**src/vxu_seq_pkg.sv**
```systemverilog
package vxu_seq_pkg;

  localparam int max_banks = 8;

  typedef logic [3:0]  bcnt_t;   // Active banks, 1 to 8.
  typedef logic [2:0]  bptr_t;   // Slot index.
  typedef logic [10:0] vlen_t;   // Vector length minus one.
  typedef logic [4:0]  reg_t;    // Register specifier as fired.
  typedef logic [6:0]  breg_t;   // Banked register specifier.
  typedef logic [63:0] data_t;

  typedef enum logic [2:0] {
    op_none = 3'd0,
    op_viu  = 3'd1,
    op_vau0 = 3'd2,
    op_vlu  = 3'd3,
    op_vsu  = 3'd4,
    op_vglu = 3'd5
  } fire_op_e;

  typedef logic [7:0] viu_fn_t;
  typedef logic [7:0] vau0_fn_t;

  // Read as viu or vau0 code depending on the unit flag of the slot.
  typedef union packed {
    viu_fn_t  viu;
    vau0_fn_t vau0;
  } fn_u;

  typedef struct packed {
    logic vldq;
    logic vsdq;
    logic utaq;
    logic utldq;
  } q_vec_t;

  typedef struct packed {
    fire_op_e op;
    fn_u      fn;
    reg_t     vs;
    reg_t     vt;
    reg_t     vd;
    logic     vs_zero;
    logic     vt_zero;
    data_t    imm;
  } fire_t;

  typedef struct packed {
    logic   val;
    logic   last;      // Next visit issues the final strip.
    logic   viu;
    logic   vau0;
    q_vec_t q;
    fn_u    fn;
    vlen_t  vlen;      // Remaining elements minus one.
    reg_t   stride;
    logic   vs_zero;
    logic   vt_zero;
    breg_t  vs;
    breg_t  vt;
    breg_t  vd;
    data_t  imm;
  } slot_t;

  typedef struct packed {
    logic   last;
    logic   viu;
    logic   vau0;
    q_vec_t q;
    fn_u    fn;
    bptr_t  cnt;       // Elements in this strip minus one.
    logic   vs_zero;
    logic   vt_zero;
    breg_t  vs;
    breg_t  vt;
    breg_t  vd;
    data_t  imm;
  } seq_op_t;

endpackage
```
**src/seq_issue_ctrl.sv**
```systemverilog
`timescale 1ns/1ps

module seq_issue_ctrl
#(
  parameter int num_banks = vxu_seq_pkg::max_banks
)
(
  input  logic                  clk,
  input  logic                  reset,
  input  vxu_seq_pkg::fire_op_e fire_op,
  input  vxu_seq_pkg::bptr_t    ptr,
  input  vxu_seq_pkg::bptr_t    ins_ptr1,
  input  vxu_seq_pkg::bptr_t    ins_ptr2,
  input  vxu_seq_pkg::slot_t    cur_slot,
  input  vxu_seq_pkg::bptr_t    cur_cnt,
  input  vxu_seq_pkg::q_vec_t   qstall,
  output vxu_seq_pkg::seq_op_t  seq,
  output vxu_seq_pkg::q_vec_t   seq_stall,
  output logic                  advance
);

  import vxu_seq_pkg::*;

  localparam q_vec_t q_vldq  = '{vldq: 1'b1, default: 1'b0};
  localparam q_vec_t q_vsdq  = '{vsdq: 1'b1, default: 1'b0};
  localparam q_vec_t q_utaq  = '{utaq: 1'b1, default: 1'b0};
  localparam q_vec_t q_utldq = '{utldq: 1'b1, default: 1'b0};

  q_vec_t dep [num_banks];       // Slot was fired after the latest user of q.
  q_vec_t dep_next [num_banks];
  q_vec_t stall_q;               // Last seen stall of each queue.
  q_vec_t cur_use;
  logic   stall;
  logic   go;

  always_comb
  begin
    q_vec_t clr;
    case (fire_op)
      op_vlu:
      begin
        clr = q_vldq;
      end
      op_vsu:
      begin
        clr = q_vsdq;
      end
      op_vglu:
      begin
        clr = q_utaq | q_utldq;
      end
      default:
      begin
        clr = '0;
      end
    endcase

    for (int i = 0; i < num_banks; i++)
    begin
      dep_next[i] = dep[i] & ~clr;
    end

    case (fire_op)
      op_viu, op_vau0:
      begin
        dep_next[ins_ptr1] = '1;
      end
      op_vlu, op_vsu:
      begin
        dep_next[ins_ptr1] = ~clr;
      end
      op_vglu:
      begin
        dep_next[ins_ptr1] = ~q_utaq;
        dep_next[ins_ptr2] = ~q_utldq;
      end
      default:
      begin
      end
    endcase
  end

  always_ff @(posedge clk)
  begin
    if (reset)
    begin
      for (int i = 0; i < num_banks; i++)
      begin
        dep[i] <= '0;
      end
    end
    else
    begin
      dep <= dep_next;
    end
  end

  assign cur_use = cur_slot.val ? cur_slot.q : '0;

  // A flag follows qstall only while its queue owns the current slot.
  always_ff @(posedge clk)
  begin
    if (reset)
    begin
      stall_q <= '0;
    end
    else
    begin
      stall_q <= (cur_use & qstall) | (~cur_use & stall_q);
    end
  end

  assign stall = (|(cur_use & qstall)) | (|(dep[ptr] & stall_q));
  assign go    = cur_slot.val & ~stall;

  assign advance   = go;
  assign seq_stall = stall_q;

  always_comb
  begin
    seq.last    = go & cur_slot.last;
    seq.viu     = go & cur_slot.viu;
    seq.vau0    = go & cur_slot.vau0;
    seq.q       = go ? cur_slot.q : '0;
    seq.fn      = cur_slot.fn;
    seq.cnt     = cur_cnt;
    seq.vs_zero = cur_slot.vs_zero;
    seq.vt_zero = cur_slot.vt_zero;
    seq.vs      = cur_slot.vs;
    seq.vt      = cur_slot.vt;
    seq.vd      = cur_slot.vd;
    seq.imm     = cur_slot.imm;
  end

endmodule

```
**src/seq_slot_ring.sv**
```systemverilog
`timescale 1ns/1ps

module seq_slot_ring
#(
  parameter int num_banks = vxu_seq_pkg::max_banks
)
(
  input  logic               clk,
  input  logic               reset,
  input  vxu_seq_pkg::bcnt_t bcnt,
  input  vxu_seq_pkg::vlen_t vlen,
  input  vxu_seq_pkg::reg_t  stride,
  input  vxu_seq_pkg::fire_t fire,
  input  logic               advance,
  output vxu_seq_pkg::slot_t cur_slot,
  output vxu_seq_pkg::bptr_t cur_cnt,
  output vxu_seq_pkg::bptr_t ptr,
  output vxu_seq_pkg::bptr_t ins_ptr1,
  output vxu_seq_pkg::bptr_t ins_ptr2
);

  import vxu_seq_pkg::*;

  slot_t slots [num_banks];
  slot_t slots_next [num_banks];

  slot_t ins_a;        // Slot written at ins_ptr1.
  slot_t ins_b;        // Second half of a gather load.
  bptr_t next_ptr;
  bcnt_t bcntm1;
  logic  fire_last;

  // Pointer sum reduced modulo bcnt, sum is below 2*bcnt+1.
  function automatic bptr_t wrap_ptr(logic [3:0] sum, bcnt_t n);
    logic [3:0] s;
    s = sum;
    if (s >= n)
    begin
      s = s - n;
    end
    if (s >= n)
    begin
      s = s - n;
    end
    return s[2:0];
  endfunction

  assign next_ptr = wrap_ptr({1'b0, ptr} + 4'd1, bcnt);
  assign ins_ptr1 = next_ptr;
  assign ins_ptr2 = wrap_ptr({1'b0, ptr} + 4'd2, bcnt);

  // The pointer rotates regardless of stalls.
  always_ff @(posedge clk)
  begin
    if (reset)
    begin
      ptr <= '0;
    end
    else
    begin
      ptr <= next_ptr;
    end
  end

  assign cur_slot = slots[ptr];
  assign bcntm1   = bcnt - 4'd1;

  always_comb
  begin
    if (cur_slot.vlen < {7'd0, bcntm1})
    begin
      cur_cnt = cur_slot.vlen[2:0];
    end
    else
    begin
      cur_cnt = bcntm1[2:0];
    end
  end

  assign fire_last = vlen < {7'd0, bcnt};

  // Build the slots for the op being fired.
  always_comb
  begin
    ins_a         = '0;
    ins_a.val     = 1'b1;
    ins_a.last    = fire_last;
    ins_a.fn      = fire.fn;
    ins_a.vlen    = vlen;
    ins_a.stride  = stride;
    ins_a.vs_zero = fire.vs_zero;
    ins_a.vt_zero = fire.vt_zero;
    ins_a.vs      = {2'b00, fire.vs};
    ins_a.vt      = {2'b00, fire.vt};
    ins_a.vd      = {2'b00, fire.vd};
    ins_a.imm     = fire.imm;

    ins_b         = ins_a;
    ins_b.q.utldq = 1'b1;      // Data return half, carries vd.

    case (fire.op)
      op_viu:
      begin
        ins_a.viu = 1'b1;
      end
      op_vau0:
      begin
        ins_a.vau0 = 1'b1;
      end
      op_vlu:
      begin
        ins_a.q.vldq = 1'b1;
      end
      op_vsu:
      begin
        ins_a.q.vsdq = 1'b1;
      end
      op_vglu:
      begin
        ins_a.q.utaq = 1'b1;   // Address half, carries vs.
      end
      default:
      begin
        ins_a.val = 1'b0;
      end
    endcase
  end

  always_comb
  begin
    slot_t adv;
    adv = slots[ptr];
    slots_next = slots;

    if (advance)
    begin
      adv.vlen = adv.vlen - {7'd0, bcnt};
      adv.vs   = adv.vs + {2'b00, adv.stride};
      adv.vt   = adv.vt + {2'b00, adv.stride};
      adv.vd   = adv.vd + {2'b00, adv.stride};
      if (slots[ptr].last)
      begin
        adv.val  = 1'b0;     // Final strip went out.
        adv.last = 1'b0;
        adv.viu  = 1'b0;
        adv.vau0 = 1'b0;
        adv.q    = '0;
      end
      else if (adv.vlen < {7'd0, bcnt})
      begin
        adv.last = 1'b1;
      end
      slots_next[ptr] = adv;
    end

    // Insertion lands after the pointer, never on the advancing slot.
    if (fire.op != op_none)
    begin
      slots_next[ins_ptr1] = ins_a;
    end
    if (fire.op == op_vglu)
    begin
      slots_next[ins_ptr2] = ins_b;
    end
  end

  always_ff @(posedge clk)
  begin
    if (reset)
    begin
      for (int i = 0; i < num_banks; i++)
      begin
        slots[i].val  <= 1'b0;
        slots[i].last <= 1'b0;
        slots[i].viu  <= 1'b0;
        slots[i].vau0 <= 1'b0;
        slots[i].q    <= '0;
      end
    end
    else
    begin
      slots <= slots_next;
    end
  end

endmodule

```
**src/vxu_seq.sv**
```systemverilog
`timescale 1ns/1ps

module vxu_seq
#(
  parameter int num_banks = vxu_seq_pkg::max_banks
)
(
  input  logic                 clk,
  input  logic                 reset,
  input  vxu_seq_pkg::bcnt_t   bcnt,
  input  vxu_seq_pkg::vlen_t   vlen,
  input  vxu_seq_pkg::reg_t    stride,
  input  vxu_seq_pkg::fire_t   fire,
  input  vxu_seq_pkg::q_vec_t  qstall,
  output vxu_seq_pkg::seq_op_t seq,
  output vxu_seq_pkg::q_vec_t  seq_stall
);

  import vxu_seq_pkg::*;

  slot_t cur_slot;
  bptr_t cur_cnt;
  bptr_t ptr;
  bptr_t ins_ptr1;
  bptr_t ins_ptr2;
  logic  advance;      // Current slot issued a strip.

  seq_slot_ring #(.num_banks(num_banks)) i_seq_slot_ring (
    .clk      (clk),
    .reset    (reset),
    .bcnt     (bcnt),
    .vlen     (vlen),
    .stride   (stride),
    .fire     (fire),
    .advance  (advance),
    .cur_slot (cur_slot),
    .cur_cnt  (cur_cnt),
    .ptr      (ptr),
    .ins_ptr1 (ins_ptr1),
    .ins_ptr2 (ins_ptr2)
  );

  seq_issue_ctrl #(.num_banks(num_banks)) i_seq_issue_ctrl (
    .clk       (clk),
    .reset     (reset),
    .fire_op   (fire.op),
    .ptr       (ptr),
    .ins_ptr1  (ins_ptr1),
    .ins_ptr2  (ins_ptr2),
    .cur_slot  (cur_slot),
    .cur_cnt   (cur_cnt),
    .qstall    (qstall),
    .seq       (seq),
    .seq_stall (seq_stall),
    .advance   (advance)
  );

endmodule

```
**config.mk**
```make
export PLATFORM = sky130hd
export DESIGN_NAME = vxu_seq
export DESIGN_NICKNAME = d
export VERILOG_FILES = /design/src/vxu_seq_pkg.sv /design/src/seq_issue_ctrl.sv /design/src/seq_slot_ring.sv /design/src/vxu_seq.sv
export SDC_FILE = /design/constraint.sdc
export NUM_CORES = 2
export LEC_CHECK = 0
export BUFFER_PORTS_ARGS = -buffer_cell sky130_fd_sc_hd__buf_2
export CAP_MARGIN = 10
export CORE_AREA = 2 2 389 391
export DETAILED_ROUTE_END_ITERATION = 8
export DIE_AREA = 0 0 391 393
export PLACE_DENSITY = 0.6
export SLEW_MARGIN = 20
export SYNTH_ARGS = -nofsm -noshare
export SYNTH_HDL_FRONTEND = slang
export SYNTH_SLANG_ARGS = --single-unit
```
**constraint.sdc**
```tcl
create_clock -name clk -period 71.1 [get_ports clk]
set_input_delay 3.555 -clock clk [delete_from_list [all_inputs] [get_ports clk]]
set_output_delay 3.555 -clock clk [all_outputs]
set_load 0.1 [all_outputs]
```
* Word-level counts from Yosys, hierarchy flattened
Cells that the tools add are included.
** Storage, ports and cells
- Register bits after elaboration :: 991
- Latch bits :: 0
- Memory bits (writable) :: 0
- Bits in read-only memories :: 0
- Input port bits :: 118
- Output and inout port bits :: 109
- Logic and storage cells :: 286
- Memories :: 0
** Cells by class
- $add $sub $neg :: 11
- Multipliers :: 0
- Divide/modulo/power cells :: 0
- Order comparisons :: 13
- Eq/ne operators :: 5
- Shifts and indexed selects :: 0
- Mux-type cells :: 45
- Bitwise logic cells :: 30
- Reduce and logical (&&, ||, !) cells :: 9
** Operators with widths (number)
- 952-bit bitwise mux :: 3
- 952-bit two-way mux :: 3
- 119-bit demux with 3-bit select :: 3
- 119-bit two-way mux :: 5
- 119-bit binary-select mux with 3-bit select :: 1
- 32-bit case mux with 3 select lines :: 1
- 24-bit OR :: 2
- 4-bit bitwise AND :: 11
- 11-bit by 4-bit < comparator with 1-bit output :: 3
- 32-bit bitwise mux :: 1
- 4-bit two-way mux :: 8
- 32-bit OR :: 1
- 4-bit demux with 3-bit select :: 2
- 7-bit by 5-bit adder with 7-bit output :: 3
- 8-bit bitwise AND :: 2
- 4-bit >= comparator :: 4
- 8-bit inverter :: 2
- 4-bit binary-select mux with 3-bit select :: 1
- 4-bit >= comparator, second input constant :: 3
- 4-bit by 1-bit < comparator with 1-bit output, second input constant :: 3
- 6-bit two-way mux :: 2
- 3-bit inverter with 4-bit output :: 3
- 4-bit case mux with 3 select lines :: 1
- 1-bit two-way mux :: 11
- other kinds (20) :: 34

* Depth between registers and ports, before layout
- Depth after elaboration :: 17
- Depth in mapped cells :: 27
- Depth with buffers taken out :: 18

* Cells and area by module
Synthesis repeated with hierarchy kept, for this count alone.
** Unflattened totals
- Cells, all modules :: 6386
- Area, all modules :: 60121.4 µm²
** By module, submodules not included
- seq_slot_ring :: instances 1, cells each 6041, area each 57388.8 µm², sequential area each 28006.9 µm²
- seq_issue_ctrl :: instances 1, cells each 345, area each 2732.6 µm², sequential area each 720.7 µm²

* Least setup slack after synthesis
No wires, ideal clock.
- Kind :: input -> register
- Start point :: input port reset
- End point :: register i_seq_slot_ring.slots[469] (netlist name)
- Setup time :: 0.187 ns
- Data arrival time :: 32.415 ns
- Data required time :: 70.913 ns
- Setup slack :: 38.498 ns
- Stages :: 4
- Buffers on the path :: 1
- Cell sequence :: inv_1 > clkbuf_1 > nand3_1 > o22ai_1
** RTL lines
- start: declaration :: RTL line vxu_seq.sv:9 : input logic reset,
- end signal: assignment :: RTL line seq_slot_ring.sv:182 : slots <= slots_next;
- end: declaration :: RTL line seq_slot_ring.sv:24 : slot_t slots [num_banks];

==> results.tsv <==
stage	metric	value	unit
outcome	status	finished, final reports clean	
sta	tightest_slew	1.15	ns
drt	num_vias	43144	
clock_network	htree_levels	3	
sta	drv_slew	0	
global_route	grt_pass1_vias	42974	
sta	post-route-period-util	0.138	
yosys	seq_area_frac_synth	0.483	
global_route	grt_max_degree	221	
job	cap_viol_max_count	0	
yosys	avgSynthCellArea	10.7	µm²
sta	clock-skew-final	0.0242	ns
placed_design	gp_congestion	0.820	
sta	setup_tns	0	ns
yosys	yosys-top-cells-area	edfxtp_1, mux2i_1, mux4_2	
setup_path	worstSetupPathType	in -> out	
yosys	synth_area_leader_cell	edfxtp_1	
finish	final_area	0.0649	mm²
setup_path	critPathTopFamily	buffers and inverters	
yosys	synth_area	0.0595	mm²
die	num_io_pins	227	
finish	mostFrequentLayoutCells	nand2_1, edfxtp_1, mux2i_1	
clock_network	clk_pin_slew_worst_paths	0.06	ns
finish	final_layout_size_suffix_gt1_frac	0.134	
sta	max_freq	0.102	GHz
yosys	ys_warn_count	0	
setup_path	rrSetupSlack	63.17	ns
yosys	ys_ff_latch	991	
placed_design	port_buffers	226	
drt	vias_per_cell	5.76	
die	core	0.149	mm²
clock_network	post_cts_resized	0	
sta	hold_viol_final	0	
yosys	synthFlopType	edfxtp_1	
drt	drc_errors	0	
drt	finalWirelength	179000	µm
worst_hold_path	hold_start	i_seq_issue_ctrl.dep[3]	
yosys	yosys.area.top_type_share	0.448	
setup_path	setup.worst_path.end_class	output pin	
yosys	synthCells	5565	
global_route	grt_usage	0.229	
placed_design	postPlaceCellArea	0.0613	mm²
setup_path	start_kind	input pin	
setup_path	max_stage_delay	0.42	ns
yosys	ys_types	94	
drt	drt_iter0_markers	4293	
global_route	grt_pass1_wl	271000	µm
setup_path	cp_max_fo	9	
setup_path	critPathBufInv	3	
finish	final_util	0.435	
clock_network	clock-root-buffer	clkbuf_16	
setup_path	path_cells	buf_2 -> inv_1 -> ha_1 -> ha_1 -> nor2b_1 -> o21ai_0 -> nand2b_1 -> a211oi_1 -> nand4_1 -> nand2_1 -> o21a_1 -> buf_2	
drt	drtPass1Iterations	5	
clock_network	tritoncts	built	
drt	ant_nets	0	
setup_path	rr_startpoint	i_seq_slot_ring.ptr[1]	
worst_hold_path	hold_depth	2	
yosys	syn-num-nets	5743	
sta	min_period	9.79	ns
drt	drt-wirelength-per-cell	23.9	µm
clock_network	clk_latency	0.75	ns
worst_hold_path	hold_class	reg -> reg	
yosys	ys_async_sr_fraction	0	
setup_path	r2r_cells	13	
die	die-area	0.154	mm²
sta	finalSetupViolCount	0	
setup_path	arrival	6.24	ns
die	die_height	393	µm
clock_network	clockBufferDepth	3	
sta	rsz0062_at_grt	false	
die	dieWidth	391	µm
clock_network	ctsHoldBuffers	0	
finish	layout_commonest_cell	nand2_1	
finish	area_growth	9.20	%
worst_hold_path	hold_end	i_seq_issue_ctrl.dep[3]	
yosys	synth-edff-count	888	
sta	slew_headroom	0.234	
global_route	grt.overflow.total	0	
die	initial_utilization	0.398	
setup_path	critPathLaunch	bcnt[1]	
placed_design	dpl.hpwl	101000	µm
finish	final_nets	5628	
clock_network	cts_buffers	113	
setup_path	cpMaxStageDelayCell	buf_2	
clock_network	clock_sinks	991	
setup_path	crit_required	67.54	ns
die	num_rows	142	
setup_path	worstReg2RegEnd	i_seq_slot_ring.slots[623]	
global_route	antenna_found_initial	23	
clock_network	postCtsSetupRepairBufs	0	
-- layer usage --
metal	global-route usage	share of wire	up-vias
li1	-	-	20161
met1	0.305	0.43	21126
met2	0.382	0.48	1532
met3	0.0398	0.067	301
met4	0.0658	0.026	24
met5	0	0.00074	-
-- kinds of logic after synthesis --
| family | after synthesis | synth area share |
|---|---|---|
| buffers and inverters | 585 | 0.0464 |
| XOR/XNOR | 26 | 0.00396 |
| AO/OA/AOI/OAI | 1232 | 0.113 |
| flip-flops | 991 | 0.483 |
| adder cells (fa/ha/maj) | 60 | 0.0136 |
| AND/OR/NAND/NOR | 1601 | 0.108 |
| multiplexers | 1070 | 0.231 |
-- area by class of cell --
| cell class | instances | area (µm²) |
|---|---|---|
| Inverter | 51 | 204 |
| Multi-Input combinational cell | 3989 | 28100 |
| Sequential cell | 991 | 28700 |
| Antenna cell | 2 | 5.00 |
| Clock buffer | 147 | 3010 |
| Tap cell | 1944 | 2430 |
| Timing Repair Buffer | 304 | 1860 |
| Fill cell | 14018 | 84300 |
| Clock inverter | 62 | 607 |
-- registers in the layout, summed over array words and instances, names as in the netlist, named ones only --
register and count:
i_seq_slot_ring.ptr 3, i_seq_slot_ring.slots 952, i_seq_issue_ctrl.dep 32
-- worst max path at each step --
stage,cells past startpoint,to,slack (ns)
floorplan,4,i_seq_slot_ring.slots[469],38.50
global placement,17,i_seq_slot_ring.slots[919],61.20
detailed placement,17,i_seq_slot_ring.slots[904],61.00
CTS,10,seq[103],61.24
global route,11,seq[87],61.10
finish,12,seq[89],61.31
-- synthesized netlist by cell type (5+ instances only) --
library cell	number
xnor2_1	10
and3_1	5
o21ai_0	689
buf_1	60
a31oi_1	11
mux4_2	232
a22oi_1	6
buf_2	112
buf_6	12
nand4b_1	5
o21a_1	8
clkbuf_1	264
mux2i_1	822
nor2b_1	17
nor3_1	25
nand2b_1	19
nor2_1	237
ha_1	52
a21boi_0	5
nand3_1	15
a32oi_1	5
or3_1	5
nand4_1	6
mux2_2	7
inv_1	47
fa_1	8
a211oi_1	45
dfxtp_1	103
o21ai_1	197
a21oi_1	170
and2_1	11
nand2_1	1218
edfxtp_1	888
o311ai_2	7
a21o_1	9
buf_4	81
o22ai_1	36
mux4_1	7
xor2_1	15
-- per-stage QoR --
stage | instances | hold slack, ns | setup WS, ns
6_report | 7490 | 0.450 | 61.31
5_1_grt | 7489 | 0.473 | 61.10
4_1_cts | 7486 | 0.451 | 61.24
3_5_place_dp | 7277 | 0.442 | 61.00
3_3_place_gp | 7277 | 0.433 | 61.20
2_1_floorplan | 5565 | 0.422 | 38.50
-- worst reg2reg max path: cells and delay by family, from the launching register on --
kind | cells | cell delay, ns
multiplexers | 2 | 0.78
buffers and inverters | 6 | 4.79
AND/OR/NAND/NOR | 3 | 0.87
flip-flops | 1 | 0.91
AO/OA/AOI/OAI | 2 | 0.31
Power is left out: the tool's default activity adds up to more than one toggle a clock period on the data nets, which glitch-free logic cannot reach.
